$ cat config.mk
export PLATFORM = sky130hd
export DESIGN_NAME = lite_demux_top
export DESIGN_NICKNAME = d
export VERILOG_FILES = /design/src/logic/lite_demux_pkg.sv /design/src/logic/lite_demux_top.sv /design/src/logic/read_router.sv /design/src/logic/select_fifo.sv /design/src/logic/write_router.sv
export SDC_FILE = /design/constraint.sdc
export NUM_CORES = 1
export LEC_CHECK = 0
export BUFFER_PORTS_ARGS = -buffer_cell sky130_fd_sc_hd__buf_2
export CORE_AREA = 3 3 285 287
export DETAILED_ROUTE_END_ITERATION = 16
export DIE_AREA = 0 0 288 290
export SYNTH_ARGS = -nofsm -noshare
export SYNTH_HDL_FRONTEND = slang
export SYNTH_SLANG_ARGS = --single-unit
$ cat constraint.sdc
create_clock -name clk_i -period 4 [get_ports clk_i]
set_clock_uncertainty 0.1 [all_clocks]
set_input_delay 0.6 -clock clk_i [delete_from_list [all_inputs] [get_ports clk_i]]
set_output_delay 0.6 -clock clk_i [all_outputs]
set_load 0.01 [all_outputs]
$ cat src/logic/lite_demux_pkg.sv
// --------------------------------------
// shared widths, default counts and the AXI response code
// for the AXI4-Lite demultiplexer
// --------------------------------------
package lite_demux_pkg;

  // --------------------------------------
  // bus widths
  // --------------------------------------
  localparam int unsigned ADDR_WIDTH = 32;
  localparam int unsigned DATA_WIDTH = 32;
  // one strobe bit per data byte
  localparam int unsigned STRB_WIDTH = DATA_WIDTH / 8;

  // --------------------------------------
  // default sizing
  // --------------------------------------
  // subordinate ports behind the demux
  localparam int unsigned DEFAULT_NUM_PORTS = 4;
  // open transactions per path
  localparam int unsigned DEFAULT_MAX_TRANS = 4;

  // --------------------------------------
  // payload types
  // --------------------------------------
  typedef logic [ADDR_WIDTH-1:0] addr_t;
  typedef logic [DATA_WIDTH-1:0] data_t;
  typedef logic [STRB_WIDTH-1:0] strb_t;

  // AXI BRESP / RRESP encoding
  typedef enum logic [1:0] {
    RESP_OKAY   = 2'b00,
    RESP_EXOKAY = 2'b01,
    RESP_SLVERR = 2'b10,
    RESP_DECERR = 2'b11
  } resp_e;

endpackage

$ cat src/logic/lite_demux_top.sv
`timescale 1ns/1ps
// --------------------------------------
// AXI4-Lite demux, one manager port to NumPorts subordinates
// --------------------------------------
module lite_demux_top #(
  parameter int unsigned  NumPorts = lite_demux_pkg::DEFAULT_NUM_PORTS,
  parameter int unsigned  MaxTrans = lite_demux_pkg::DEFAULT_MAX_TRANS,
  localparam int unsigned IdxWidth = $clog2(NumPorts)
) (
  input  logic                                  clk_i,
  input  logic                                  reset_i,
  // manager side
  input  lite_demux_pkg::addr_t                 aw_addr_i,
  input  logic [IdxWidth-1:0]                   aw_idx_i,
  input  logic                                  aw_valid_i,
  output logic                                  aw_ready_o,
  input  lite_demux_pkg::data_t                 w_data_i,
  input  lite_demux_pkg::strb_t                 w_strb_i,
  input  logic                                  w_valid_i,
  output logic                                  w_ready_o,
  output lite_demux_pkg::resp_e                 b_resp_o,
  output logic                                  b_valid_o,
  input  logic                                  b_ready_i,
  input  lite_demux_pkg::addr_t                 ar_addr_i,
  input  logic [IdxWidth-1:0]                   ar_idx_i,
  input  logic                                  ar_valid_i,
  output logic                                  ar_ready_o,
  output lite_demux_pkg::data_t                 r_data_o,
  output lite_demux_pkg::resp_e                 r_resp_o,
  output logic                                  r_valid_o,
  input  logic                                  r_ready_i,
  // subordinate side
  output lite_demux_pkg::addr_t [NumPorts-1:0] sub_aw_addr_o,
  output logic [NumPorts-1:0]                   sub_aw_valid_o,
  input  logic [NumPorts-1:0]                   sub_aw_ready_i,
  output lite_demux_pkg::data_t [NumPorts-1:0] sub_w_data_o,
  output lite_demux_pkg::strb_t [NumPorts-1:0] sub_w_strb_o,
  output logic [NumPorts-1:0]                   sub_w_valid_o,
  input  logic [NumPorts-1:0]                   sub_w_ready_i,
  input  lite_demux_pkg::resp_e [NumPorts-1:0] sub_b_resp_i,
  input  logic [NumPorts-1:0]                   sub_b_valid_i,
  output logic [NumPorts-1:0]                   sub_b_ready_o,
  output lite_demux_pkg::addr_t [NumPorts-1:0] sub_ar_addr_o,
  output logic [NumPorts-1:0]                   sub_ar_valid_o,
  input  logic [NumPorts-1:0]                   sub_ar_ready_i,
  input  lite_demux_pkg::data_t [NumPorts-1:0] sub_r_data_i,
  input  lite_demux_pkg::resp_e [NumPorts-1:0] sub_r_resp_i,
  input  logic [NumPorts-1:0]                   sub_r_valid_i,
  output logic [NumPorts-1:0]                   sub_r_ready_o
);

  // write and read paths share nothing but the clock and reset
  write_router #(.NumPorts(NumPorts), .MaxTrans(MaxTrans)) wr (
    .clk_i, .reset_i,
    .aw_addr_i, .aw_idx_i, .aw_valid_i, .aw_ready_o,
    .w_data_i, .w_strb_i, .w_valid_i, .w_ready_o,
    .b_resp_o, .b_valid_o, .b_ready_i,
    .sub_aw_addr_o, .sub_aw_valid_o, .sub_aw_ready_i,
    .sub_w_data_o, .sub_w_strb_o, .sub_w_valid_o, .sub_w_ready_i,
    .sub_b_resp_i, .sub_b_valid_i, .sub_b_ready_o
  );

  read_router #(.NumPorts(NumPorts), .MaxTrans(MaxTrans)) rd (
    .clk_i, .reset_i,
    .ar_addr_i, .ar_idx_i, .ar_valid_i, .ar_ready_o,
    .r_data_o, .r_resp_o, .r_valid_o, .r_ready_i,
    .sub_ar_addr_o, .sub_ar_valid_o, .sub_ar_ready_i,
    .sub_r_data_i, .sub_r_resp_i, .sub_r_valid_i, .sub_r_ready_o
  );

endmodule

$ cat src/logic/read_router.sv
`timescale 1ns/1ps
// --------------------------------------
// steers AR to the selected subordinate, returns R in AR order
// --------------------------------------
module read_router #(
  parameter int unsigned  NumPorts = lite_demux_pkg::DEFAULT_NUM_PORTS,
  parameter int unsigned  MaxTrans = lite_demux_pkg::DEFAULT_MAX_TRANS,
  localparam int unsigned IdxWidth = $clog2(NumPorts)
) (
  input  logic                                  clk_i,
  input  logic                                  reset_i,
  // manager side
  input  lite_demux_pkg::addr_t                 ar_addr_i,
  input  logic [IdxWidth-1:0]                   ar_idx_i,
  input  logic                                  ar_valid_i,
  output logic                                  ar_ready_o,
  output lite_demux_pkg::data_t                 r_data_o,
  output lite_demux_pkg::resp_e                 r_resp_o,
  output logic                                  r_valid_o,
  input  logic                                  r_ready_i,
  // subordinate side
  output lite_demux_pkg::addr_t [NumPorts-1:0] sub_ar_addr_o,
  output logic [NumPorts-1:0]                   sub_ar_valid_o,
  input  logic [NumPorts-1:0]                   sub_ar_ready_i,
  input  lite_demux_pkg::data_t [NumPorts-1:0] sub_r_data_i,
  input  lite_demux_pkg::resp_e [NumPorts-1:0] sub_r_resp_i,
  input  logic [NumPorts-1:0]                   sub_r_valid_i,
  output logic [NumPorts-1:0]                   sub_r_ready_o
);

  logic [IdxWidth-1:0] r_sel;
  logic                r_push, r_pop, r_full, r_empty;

  // AR only leaves while there is room to track it
  assign ar_ready_o = ~r_full & sub_ar_ready_i[ar_idx_i];
  assign r_push     = ar_valid_i & ar_ready_o;

  select_fifo #(.Depth(MaxTrans), .IdxWidth(IdxWidth)) r_fifo (
    .clk_i   (clk_i),
    .reset_i (reset_i),
    .push_i  (r_push),
    .idx_i   (ar_idx_i),
    .pop_i   (r_pop),
    .idx_o   (r_sel),
    .full_o  (r_full),
    .empty_o (r_empty)
  );

  // response comes from the oldest open read only
  assign r_valid_o = ~r_empty & sub_r_valid_i[r_sel];
  assign r_data_o  = r_empty ? '0 : sub_r_data_i[r_sel];
  assign r_resp_o  = r_empty ? lite_demux_pkg::RESP_OKAY : sub_r_resp_i[r_sel];
  assign r_pop     = r_valid_o & r_ready_i;

  for (genvar i = 0; i < NumPorts; i++) begin : gen_port
    assign sub_ar_addr_o[i]  = ar_addr_i;
    assign sub_ar_valid_o[i] = ~r_full & ar_valid_i & (ar_idx_i == IdxWidth'(i));
    assign sub_r_ready_o[i]  = ~r_empty & r_ready_i & (r_sel == IdxWidth'(i));
  end

  ar_valid_held: assert property (@(posedge clk_i) disable iff (reset_i)
    ar_valid_i && !ar_ready_o |=> ar_valid_i) else $error("ar_valid_i dropped before ready");
  ar_req_stable: assert property (@(posedge clk_i) disable iff (reset_i)
    ar_valid_i && !ar_ready_o |=> $stable(ar_addr_i) && $stable(ar_idx_i))
    else $error("AR request changed while stalled");
  ar_idx_range: assert property (@(posedge clk_i) disable iff (reset_i)
    ar_valid_i |-> ar_idx_i < NumPorts) else $error("ar_idx_i selects no port");

endmodule

$ cat src/logic/select_fifo.sv
`timescale 1ns/1ps
// --------------------------------------
// small FIFO of port indices, one entry per open transaction
// --------------------------------------
module select_fifo #(
  parameter int unsigned Depth    = 4,
  parameter int unsigned IdxWidth = 2
) (
  input  logic                clk_i,
  input  logic                reset_i,
  input  logic                push_i,
  input  logic [IdxWidth-1:0] idx_i,
  input  logic                pop_i,
  output logic [IdxWidth-1:0] idx_o,
  output logic                full_o,
  output logic                empty_o
);

  localparam int unsigned PtrWidth = (Depth > 1) ? $clog2(Depth) : 1;
  localparam int unsigned CntWidth = $clog2(Depth + 1);

  logic [IdxWidth-1:0] mem_q [Depth];
  logic [PtrWidth-1:0] wr_ptr_q, rd_ptr_q;
  logic [CntWidth-1:0] count_q;
  logic                do_push, do_pop;

  assign full_o  = (count_q == CntWidth'(Depth));
  assign empty_o = (count_q == '0);
  assign idx_o   = mem_q[rd_ptr_q];

  // guard against misuse by the caller
  assign do_push = push_i & ~full_o;
  assign do_pop  = pop_i & ~empty_o;

  // storage
  always_ff @(posedge clk_i) begin
    if (do_push) begin
      mem_q[wr_ptr_q] <= idx_i;
    end
  end

  // pointers and occupancy
  always_ff @(posedge clk_i) begin
    if (reset_i) begin
      wr_ptr_q <= '0;
      rd_ptr_q <= '0;
      count_q  <= '0;
    end else begin
      if (do_push) begin
        wr_ptr_q <= (wr_ptr_q == PtrWidth'(Depth - 1)) ? '0 : wr_ptr_q + 1'b1;
      end
      if (do_pop) begin
        rd_ptr_q <= (rd_ptr_q == PtrWidth'(Depth - 1)) ? '0 : rd_ptr_q + 1'b1;
      end
      if (do_push && !do_pop) begin
        count_q <= count_q + 1'b1;
      end else if (do_pop && !do_push) begin
        count_q <= count_q - 1'b1;
      end
    end
  end

  no_push_when_full: assert property (@(posedge clk_i) disable iff (reset_i)
    push_i |-> !full_o) else $error("select_fifo push while full");
  no_pop_when_empty: assert property (@(posedge clk_i) disable iff (reset_i)
    pop_i |-> !empty_o) else $error("select_fifo pop while empty");

endmodule

$ cat src/logic/write_router.sv
`timescale 1ns/1ps
// --------------------------------------
// steers AW and W to the selected subordinate, returns B in AW order
// --------------------------------------
module write_router #(
  parameter int unsigned  NumPorts = lite_demux_pkg::DEFAULT_NUM_PORTS,
  parameter int unsigned  MaxTrans = lite_demux_pkg::DEFAULT_MAX_TRANS,
  localparam int unsigned IdxWidth = $clog2(NumPorts)
) (
  input  logic                                  clk_i,
  input  logic                                  reset_i,
  // manager side
  input  lite_demux_pkg::addr_t                 aw_addr_i,
  input  logic [IdxWidth-1:0]                   aw_idx_i,
  input  logic                                  aw_valid_i,
  output logic                                  aw_ready_o,
  input  lite_demux_pkg::data_t                 w_data_i,
  input  lite_demux_pkg::strb_t                 w_strb_i,
  input  logic                                  w_valid_i,
  output logic                                  w_ready_o,
  output lite_demux_pkg::resp_e                 b_resp_o,
  output logic                                  b_valid_o,
  input  logic                                  b_ready_i,
  // subordinate side
  output lite_demux_pkg::addr_t [NumPorts-1:0] sub_aw_addr_o,
  output logic [NumPorts-1:0]                   sub_aw_valid_o,
  input  logic [NumPorts-1:0]                   sub_aw_ready_i,
  output lite_demux_pkg::data_t [NumPorts-1:0] sub_w_data_o,
  output lite_demux_pkg::strb_t [NumPorts-1:0] sub_w_strb_o,
  output logic [NumPorts-1:0]                   sub_w_valid_o,
  input  logic [NumPorts-1:0]                   sub_w_ready_i,
  input  lite_demux_pkg::resp_e [NumPorts-1:0] sub_b_resp_i,
  input  logic [NumPorts-1:0]                   sub_b_valid_i,
  output logic [NumPorts-1:0]                   sub_b_ready_o
);

  typedef enum logic {
    AW_IDLE,
    AW_LOCKED
  } aw_state_e;

  aw_state_e           aw_state_q, aw_state_d;
  logic [IdxWidth-1:0] w_sel, b_sel;
  logic                w_push, w_pop, w_full, w_empty;
  logic                b_pop, b_full, b_empty;
  logic                w_open;

  // --------------------------------------
  // AW stage
  // --------------------------------------
  // index goes into the W FIFO on the first cycle of the request,
  // the locked state keeps valid up without a second push
  always_comb begin
    aw_state_d     = aw_state_q;
    aw_ready_o     = 1'b0;
    w_push         = 1'b0;
    sub_aw_valid_o = '0;
    case (aw_state_q)
      AW_IDLE: begin
        if (aw_valid_i && !w_full) begin
          w_push                   = 1'b1;
          sub_aw_valid_o[aw_idx_i] = 1'b1;
          if (sub_aw_ready_i[aw_idx_i]) begin
            aw_ready_o = 1'b1;
          end else begin
            aw_state_d = AW_LOCKED;
          end
        end
      end
      AW_LOCKED: begin
        sub_aw_valid_o[aw_idx_i] = 1'b1;
        if (sub_aw_ready_i[aw_idx_i]) begin
          aw_ready_o = 1'b1;
          aw_state_d = AW_IDLE;
        end
      end
      default: aw_state_d = AW_IDLE;
    endcase
  end

  always_ff @(posedge clk_i) begin
    if (reset_i) begin
      aw_state_q <= AW_IDLE;
    end else begin
      aw_state_q <= aw_state_d;
    end
  end

  select_fifo #(.Depth(MaxTrans), .IdxWidth(IdxWidth)) w_fifo (
    .clk_i   (clk_i),
    .reset_i (reset_i),
    .push_i  (w_push),
    .idx_i   (aw_idx_i),
    .pop_i   (w_pop),
    .idx_o   (w_sel),
    .full_o  (w_full),
    .empty_o (w_empty)
  );

  // --------------------------------------
  // W and B stages
  // --------------------------------------
  // a W beat needs a known target and room for its response
  assign w_open    = ~w_empty & ~b_full;
  assign w_ready_o = w_open & sub_w_ready_i[w_sel];
  assign w_pop     = w_valid_i & w_ready_o;

  // on W transfer the index moves on to the B FIFO
  select_fifo #(.Depth(MaxTrans), .IdxWidth(IdxWidth)) b_fifo (
    .clk_i   (clk_i),
    .reset_i (reset_i),
    .push_i  (w_pop),
    .idx_i   (w_sel),
    .pop_i   (b_pop),
    .idx_o   (b_sel),
    .full_o  (b_full),
    .empty_o (b_empty)
  );

  assign b_valid_o = ~b_empty & sub_b_valid_i[b_sel];
  assign b_resp_o  = b_empty ? lite_demux_pkg::RESP_OKAY : sub_b_resp_i[b_sel];
  assign b_pop     = b_valid_o & b_ready_i;

  for (genvar i = 0; i < NumPorts; i++) begin : gen_port
    assign sub_aw_addr_o[i] = aw_addr_i;
    assign sub_w_data_o[i]  = w_data_i;
    assign sub_w_strb_o[i]  = w_strb_i;
    assign sub_w_valid_o[i] = w_open & w_valid_i & (w_sel == IdxWidth'(i));
    assign sub_b_ready_o[i] = ~b_empty & b_ready_i & (b_sel == IdxWidth'(i));
  end

  aw_valid_held: assert property (@(posedge clk_i) disable iff (reset_i)
    aw_valid_i && !aw_ready_o |=> aw_valid_i) else $error("aw_valid_i dropped before ready");
  aw_req_stable: assert property (@(posedge clk_i) disable iff (reset_i)
    aw_valid_i && !aw_ready_o |=> $stable(aw_addr_i) && $stable(aw_idx_i))
    else $error("AW request changed while stalled");
  aw_idx_range: assert property (@(posedge clk_i) disable iff (reset_i)
    aw_valid_i |-> aw_idx_i < NumPorts) else $error("aw_idx_i selects no port");

endmodule

Yosys cells after proc, flatten, opt, wreduce, memory -nomap -nowiden
Memory sizes are Yosys's and may differ from the RTL's. A register that Yosys moved wholly into a read port is not among the register bits.
Index checks and enable logic that the tools add are counted.
{"block": "totals", "output_inout_bits": 461, "memories": 3, "ram_bits": 24, "register_bits": 22}
{"memory": "rd.r_fifo.mem_q", "words": 4, "word_bits": 2, "read_ports": 1, "rd_ports_with_merged_regs": 1, "write_ports": 1, "line": "select_fifo.sv:22", "text": "logic [IdxWidth-1:0] mem_q [Depth];"}
{"memory": "wr.b_fifo.mem_q", "words": 4, "word_bits": 2, "read_ports": 1, "rd_ports_with_merged_regs": 1, "write_ports": 1, "line": "select_fifo.sv:22"}
{"memory": "wr.w_fifo.mem_q", "words": 4, "word_bits": 2, "read_ports": 1, "rd_ports_with_merged_regs": 1, "write_ports": 1, "line": "select_fifo.sv:22"}
{"block": "op_classes", "reduce_logical": 25, "addsub": 12, "eq_ne": 21, "n_bitwise": 42, "magnitude_cmp": 6, "n_mux": 55}
{"cell": "binary-select mux 32 bit (select 2 bit)", "count": 1}
{"cell": "two-way mux 32 bit", "count": 2}
{"cell": "bitwise AND 1 bit", "count": 35}
{"cell": "two-way mux 2 bit", "count": 16}
{"cell": "equality test 2 bit, second input constant", "count": 14}
{"cell": "two-way mux 1 bit", "count": 18}
{"cell": "two-way mux 3 bit", "count": 6}
{"cell": "< comparator 2 x 3 -> 1 bit, second input constant", "count": 5}
{"cell": "adder 2 x 1 -> 2 bit, second input constant", "count": 6}
{"cell": "binary-select mux 1 bit (select 2 bit)", "count": 5}
{"cell": "adder 3 x 1 -> 3 bit, second input constant", "count": 3}
{"cell": "equality test 3 bit, second input constant", "count": 3}
{"cell": "zero test 3 bit", "count": 3}
{"cell": "subtractor 3 x 1 -> 3 bit, second input constant", "count": 3}
{"cell": "binary-select mux 2 bit (select 2 bit)", "count": 2}
{"cell": "equality test 2 x 1 -> 1 bit, second input constant", "count": 4}
{"cell": "logical AND 1 bit", "count": 8}
{"cell": "zero test 2 bit", "count": 4}
{"cell": "case mux 4 bit (2 select lines)", "count": 1}
{"cell": "zero test 1 bit", "count": 7}
{"cell": "inverter 1 bit", "count": 7}
{"cell": "nonzero test 2 bit", "count": 3}
{"cell": "two-way mux 4 bit", "count": 1}
{"cell": "case mux 1 bit (2 select lines)", "count": 2}
{"cell": "2 further kinds", "count": 2}

Logic depth before layout (Yosys ltp)
Gate-level depths: netlist (run 1).
{"block": "depth", "word_depth": 10, "mapped_depth": 11}

Modules after synthesis
From an unflattened synthesis (run 1), not the netlist that was laid out.
{"block": "hier_totals", "cells_unflattened": 742, "hier_area_um2": 7068.0}
{"mod": "write_router", "instances": 1, "area_each_um2": 2383.5, "cells_each": 306, "seq_area_each_um2": 20.0}
{"mod": "read_router", "instances": 1, "area_each_um2": 2361.0, "cells_each": 262, "seq_area_each_um2": 0.0}
{"mod": "select_fifo", "instances": 3, "area_each_um2": 774.5, "cells_each": 58, "seq_area_each_um2": 420.4}

Least setup slack after synthesis (run 1)
No wires, ideal clock.
{"block": "synth_path", "kind": "register to register", "from": "reg (tool-made name)", "to": "reg wr.b_fifo.count_q[2]", "arrival_time_ns": 2.795, "setup_slack_ns": 1.035, "stages_incl_launch_ff": 12, "setup_time_ns": 0.070, "required_time_ns": 3.830, "path_buffers": 1, "path_cell_list": "dfxtp_1 mux4_2 a2111o_1 o22a_1 buf_6 inv_2 ha_1 inv_1 fa_1 xor2_1 or3_1 a21oi_1"}
{"item": "end signal, assigned", "line": "select_fifo.sv:56", "text": "count_q <= count_q + 1'b1;"}
{"item": "end signal, assigned", "line": "select_fifo.sv:58", "text": "count_q <= count_q - 1'b1;"}
{"item": "end, declared", "line": "select_fifo.sv:24", "text": "logic [CntWidth-1:0] count_q;"}

==> impl_metrics.env, run 1 <==
export IMPL_status="finished clean"
export IMPL_cts_setup_buffers=0
export IMPL_reg2reg_depth=10
export IMPL_dpl_hpwl_um=22700
export IMPL_first_global_vias=4271
export IMPL_synthCells=720
export IMPL_period_minus_slack_ps=3590
export IMPL_slew_violations=0
export IMPL_crit_path_cell_trace="mux4_4 -> buf_4 -> mux4_2 -> and2_1 -> buf_2"
export IMPL_dieHeight_um=290
export IMPL_path_buf_inv=2
export IMPL_grt_pass1_wl_um=33100
export IMPL_die_area_um2=83500
export IMPL_root_buffer="clkbuf_16"
export IMPL_tightest_slew_ps=802
export IMPL_final_setup_tns_ps=0
export IMPL_syn_area_per_cell_um2=9.51
export IMPL_std_cell_rows=103
export IMPL_yosysWarningCount=0
export IMPL_clkLatencyLatePin_ps=300
export IMPL_final_layout_size_suffix_gt1_share_pct=54.9
export IMPL_maxSlewHeadroom_pct=46.6
export IMPL_yosysTopAreaCell="buf_4"
export IMPL_die_w_um=288
export IMPL_cp_required_ps=3300
export IMPL_max_clock_freq_mhz=279
export IMPL_cp_top_family="multiplexers"
export IMPL_cts_sinks=52
export IMPL_drv_cap=0
export IMPL_cts_tree="yes"
export IMPL_max_stage_delay_ps=710
export IMPL_synthesis_nets=1016
export IMPL_syn_area_um2=6850
export IMPL_path_clk_slew_ps=80
export IMPL_path_max_fanout=35
export IMPL_yosysMostFrequentCell="buf_4"
export IMPL_num_nets_final=847
export IMPL_gp_congestion=0.692
export IMPL_hold_buffers=0
export IMPL_setup_slack_ps=415
export IMPL_area_growth_pct=-5.68
export IMPL_min_period_over_period_pct=89.6
export IMPL_final_cells=1605
export IMPL_wl_um=25700
export IMPL_setup_viol=0
export IMPL_htree_levels=2
export IMPL_viasPerCell=2.45
export IMPL_startpoint_type="flop"
export IMPL_post_dp_cell_area_um2=6280
export IMPL_reg2reg_to="wr.b_fifo.count_q[2]$_SDFFE_PP0P_"
export IMPL_grt_overflow=0
export IMPL_power_density_nw_per_um2=483
export IMPL_pre_cts_slack_ps=693
export IMPL_grt_max_degree=36
export IMPL_yosys_top_cells_count="400 x buf_4, 48 x and2_1, 44 x mux4_2"
export IMPL_numCtsBuffers=5
export IMPL_drtIter0Drc=138
export IMPL_ir_drop_v=0.000420
export IMPL_detail_route_antenna_nets=0
export IMPL_first_pass_iters=4
export IMPL_worstHoldEndpoint="rd.r_fifo.count_q[2]$_SDFFE_PP0P_"
export IMPL_min_from="rd.r_fifo.count_q[2]$_SDFFE_PP0P_"
export IMPL_worstSetupEndpointType="output port"
export IMPL_holdPathStages=2
export IMPL_netlist_top_cells_area="buf_4 44%, mux4_2 14%, edfxtp_1 11%"
export IMPL_routedWlPerCell_um=16.0
export IMPL_crit_type="reg -> out"
export IMPL_seq_area_frac_synth_pct=18.7
export IMPL_cp_depth=5
export IMPL_cts_resized=0
export IMPL_rsz0062_at_grt="false"
export IMPL_synth_edff_count=24
export IMPL_drc=0
export IMPL_grt_total_usage_pct=5.75
export IMPL_power_leakage_nw=2.51
export IMPL_finalInstanceArea_um2=6460
export IMPL_hold_violations=0
export IMPL_fp_coreArea_um2=78900
export IMPL_reg2reg_slack_ps=820
export IMPL_numPlacedInstances=1594
export IMPL_async_flop_share_pct=0
export IMPL_ys_flop_type="dfxtp_1"
export IMPL_synth_top_area_share_pct=43.9
export IMPL_cp_data_arrival_time_ps=2890
export IMPL_vias=3928
export IMPL_ys_ff_latch=52
export IMPL_power_total_mw=3.12
export IMPL_start_util_pct=8.68
export IMPL_io_buffers=235
export IMPL_slowest_stage="mux4_4"
export IMPL_cts_max_path_buffers=2
export IMPL_io_pin_count=736
export IMPL_min_path_type="reg -> reg"
export IMPL_antenna_found_initial=14
export IMPL_synth_cell_types=39
[placed cells by master, fill, tap and decap left out, types with 5 or more instances in the layout]
cell type	n
clkbuf_16	6
nor2_1	28
ha_1	18
xor2_1	6
dfxtp_1	28
edfxtp_1	24
buf_4	6
and2_1	48
nor3_1	10
buf_2	235
mux2i_1	20
nor3b_1	5
inv_1	14
nand2b_1	9
o21ai_0	5
mux4_2	43
nor2b_1	7
[tightest hold or removal path: cells and delay by family (launching register included)]
| family | cells | cell delay, ps |
|---|---|---|
| flops | 1 | 330 |
| compound gates | 2 | 130 |
[power breakdown]
part           leakage (nW)  switching, mW  internal [mW]
Combinational          1.98           1.03          0.856
Clock                0.0839          0.214          0.274
Sequential            0.447         0.0899          0.658
[worst max-delay path by stage]
stage,from,endpoint,slack (ps)
6_report,flop,r_data_o[2],410
5_1_grt,flop,r_data_o[2],240
4_1_cts,flop,r_data_o[2],340
3_5_place_dp,flop,r_data_o[2],690
3_3_place_gp,flop,r_data_o[2],720
2_1_floorplan,flop,wr.b_fifo.count_q[2]$_SDFFE_PP0P_,1030
[final cells by class]
type	count	area, um^2
fillers	9233	72400
repair buffers	241	1220
flip-flops and latches	52	1280
well taps	1050	1310
inverters	15	56.3
multi-input cells	236	2410
clock buffers	6	150
clock inverters	2	16.3
diodes	3	7.51
[logic make-up (layout without fill, tap and decap cells)]
kind of cell | count (synthesis) | count (layout) | synth area share, %
AO/OA/AOI/OAI | 15 | 15 | 1.41
XOR/XNOR | 6 | 6 | 0.768
adder cells (fa/ha/maj) | 21 | 21 | 4.17
buffers and inverters | 432 | 264 | 46.1
flip-flops | 52 | 52 | 18.7
multiplexers | 71 | 71 | 18.7
other | 0 | 3 | 0
AND/OR/NAND/NOR | 123 | 123 | 10.2
[through the flow]
stage / hold WS, ps / util [%]
floorplan: 362 / -
global placement: 383 / 7.97
detailed placement: 391 / 7.97
CTS: 399 / 8.18
global route: 414 / 8.18
finish: 398 / 8.19
[per-layer routing]
metal	global-route usage, %	part of all wire (%)	wire, um
met5	0.581	0.10	26
met4	3.45	6.5	1680
met3	4.25	18	4580
met2	8.04	39	10100
met1	6.10	36	9340
No activity file was read; power rests on OpenSTA's default activity.
==> inputs of run 2 (changes only) <==
--- a/config.mk
+++ b/config.mk
@@ -9,6 +9,7 @@
 export CORE_AREA = 3 3 285 287
 export DETAILED_ROUTE_END_ITERATION = 16
 export DIE_AREA = 0 0 288 290
+export REMOVE_ABC_BUFFERS = 1
 export SYNTH_ARGS = -nofsm -noshare
 export SYNTH_HDL_FRONTEND = slang
 export SYNTH_SLANG_ARGS = --single-unit
==> run 2 against run 1 <==
Against the previous run:
- die area stayed put
- clock power is 3% lower
- final cell count stayed put
- worst hold slack better by 7.9 ps
- critical endpoint is now r_data_o[28]
- largest power group unchanged
==> impl_metrics.env, run 2 (synthesized netlist as in run 1, its figures left out) <==
export IMPL_status="finished clean"
export IMPL_cts_tree="yes"
export IMPL_root_buffer="clkbuf_16"
export IMPL_hold_violations=0
export IMPL_cts_resized=0
export IMPL_die_area_um2=83500
export IMPL_routedWlPerCell_um=25.5
export IMPL_drc=0
export IMPL_cp_required_ps=3300
export IMPL_io_buffers=235
export IMPL_reg2reg_to="wr.b_fifo.count_q[2]$_SDFFE_PP0P_"
export IMPL_startpoint_type="flop"
export IMPL_cts_max_path_buffers=2
export IMPL_period_minus_slack_ps=3450
export IMPL_ir_drop_v=0.000179
export IMPL_clkLatencyLatePin_ps=300
export IMPL_finalInstanceArea_um2=6440
export IMPL_whs_ps=405
export IMPL_dieHeight_um=290
export IMPL_grt_overflow=0
export IMPL_combinationalPowerShare_pct=59.1
export IMPL_path_buf_inv=2
export IMPL_final_setup_tns_ps=0
export IMPL_min_period_over_period_pct=86.1
export IMPL_path_clk_slew_ps=70
export IMPL_grt_max_degree=36
export IMPL_antenna_found_initial=4
export IMPL_fp_coreArea_um2=78900
export IMPL_std_cell_rows=103
export IMPL_grt_pass1_wl_um=49800
export IMPL_power_density_nw_per_um2=465
export IMPL_min_path_type="reg -> reg"
export IMPL_max_stage_delay_ps=680
export IMPL_nFillCells=9229
export IMPL_cp_data_arrival_time_ps=2750
export IMPL_crit_path_cell_trace="mux4_2 -> buf_4 -> mux4_2 -> and2_1 -> buf_2"
export IMPL_setup_slack_ps=554
export IMPL_htree_levels=2
export IMPL_gp_congestion=0.739
export IMPL_wl_um=40900
export IMPL_seq_power_share_pct=25.0
export IMPL_start_util_pct=8.68
export IMPL_viasPerCell=2.74
export IMPL_min_from="rd.r_fifo.count_q[2]$_SDFFE_PP0P_"
export IMPL_tightest_slew_ps=883
export IMPL_cp_top_family="multiplexers"
export IMPL_die_w_um=288
export IMPL_grt_total_usage_pct=9.17
export IMPL_vias=4390
export IMPL_final_cell_mix="235 x buf_2, 48 x and2_1, 44 x mux4_2, 28 x nor2_1, 28 x dfxtp_1"
export IMPL_p_int_mw=1.74
export IMPL_numCtsBuffers=5
export IMPL_drv_cap=0
export IMPL_first_pass_iters=6
export IMPL_holdPathStages=2
export IMPL_first_global_vias=4333
export IMPL_slowest_stage="mux4_2"
export IMPL_worstHoldEndpoint="rd.r_fifo.count_q[2]$_SDFFE_PP0P_"
export IMPL_maxSlewHeadroom_pct=40.7
export IMPL_rsz0062_at_grt="false"
export IMPL_post_dp_cell_area_um2=6290
export IMPL_max_clock_freq_mhz=290
export IMPL_numPlacedInstances=1595
export IMPL_switching_share_pct=42.1
export IMPL_io_pin_count=736
export IMPL_path_common_cell="mux4_2"
export IMPL_p_clk_share_pct=15.8
export IMPL_drtIter0Drc=157
export IMPL_cts_sinks=52
export IMPL_power_leakage_nw=2.50
export IMPL_crit_type="reg -> out"
export IMPL_p_switching_mw=1.26
export IMPL_final_cells=1605
export IMPL_detail_route_antenna_nets=0
export IMPL_reg2reg_slack_ps=770
export IMPL_hold_buffers=0
export IMPL_area_growth_pct=-5.88
export IMPL_dpl_hpwl_um=35000
export IMPL_setup_viol=0
export IMPL_path_max_fanout=23
export IMPL_worstSetupEndpointType="output port"
export IMPL_final_common_cell="buf_2"
export IMPL_pre_cts_slack_ps=780
export IMPL_cts_setup_buffers=0
export IMPL_reg2reg_depth=10
export IMPL_final_layout_size_suffix_gt1_share_pct=54.8
export IMPL_slew_violations=0
export IMPL_num_nets_final=848
==> run 2: stage by stage <==
step	utilization [%]	total power, mW
after floorplan	-	1.84
after global placement	7.97	2.56
after detailed placement	7.97	2.57
after CTS	8.16	3.07
after global routing	8.17	3.27
final	8.17	3.00
==> run 2: per-layer routing <==
metal	global-route usage, %	part of all wire [%]	routed length [um]	vias up
met5	3.37	0.73	299	-
met4	3.99	4.7	1940	10
met3	9.92	23	9550	37
met2	11.0	35	14200	669
met1	9.70	37	15000	2027
li1	-	-	-	1647
==> run 2: tightest hold or removal path, cell delays in order (launching register included) <==
cell	delay, ps
dfxtp_1	330
o21ai_0	70
a21oi_1	60
==> run 2: cell type report <==
cell class | instances | area, um^2 | area share, %
Clock inverter | 3 | 26.3 | 0.408
Inverter | 15 | 56.3 | 0.874
Sequential cell | 52 | 1280 | 19.9
Antenna cell | 2 | 5.00 | 0.0777
Clock buffer | 5 | 125 | 1.94
Tap cell | 1050 | 1310 | 20.4
Multi-Input combinational cell | 236 | 2410 | 37.4
Timing Repair Buffer | 242 | 1230 | 19.1
==> run 2: worst max path at each step <==
stage / endpoint / from / cells past startpoint
CTS: r_data_o[23] / flop / 5
finish: r_data_o[28] / flop / 5
global placement: wr.b_fifo.count_q[2]$_SDFFE_PP0P_ / flop / 10
detailed placement: wr.b_fifo.count_q[2]$_SDFFE_PP0P_ / flop / 10
global route: r_data_o[10] / flop / 5
floorplan: rd.r_fifo.count_q[2]$_SDFFE_PP0P_ / flop / 10
==> run 2: power by group through the flow <==
stage,registers [mW],clock network (mW),logic (mW)
floorplan,0.738,0,1.11
global placement,0.760,0,1.80
detailed placement,0.763,0,1.81
CTS,0.752,0.501,1.82
global route,0.768,0.527,1.98
finish,0.750,0.474,1.77
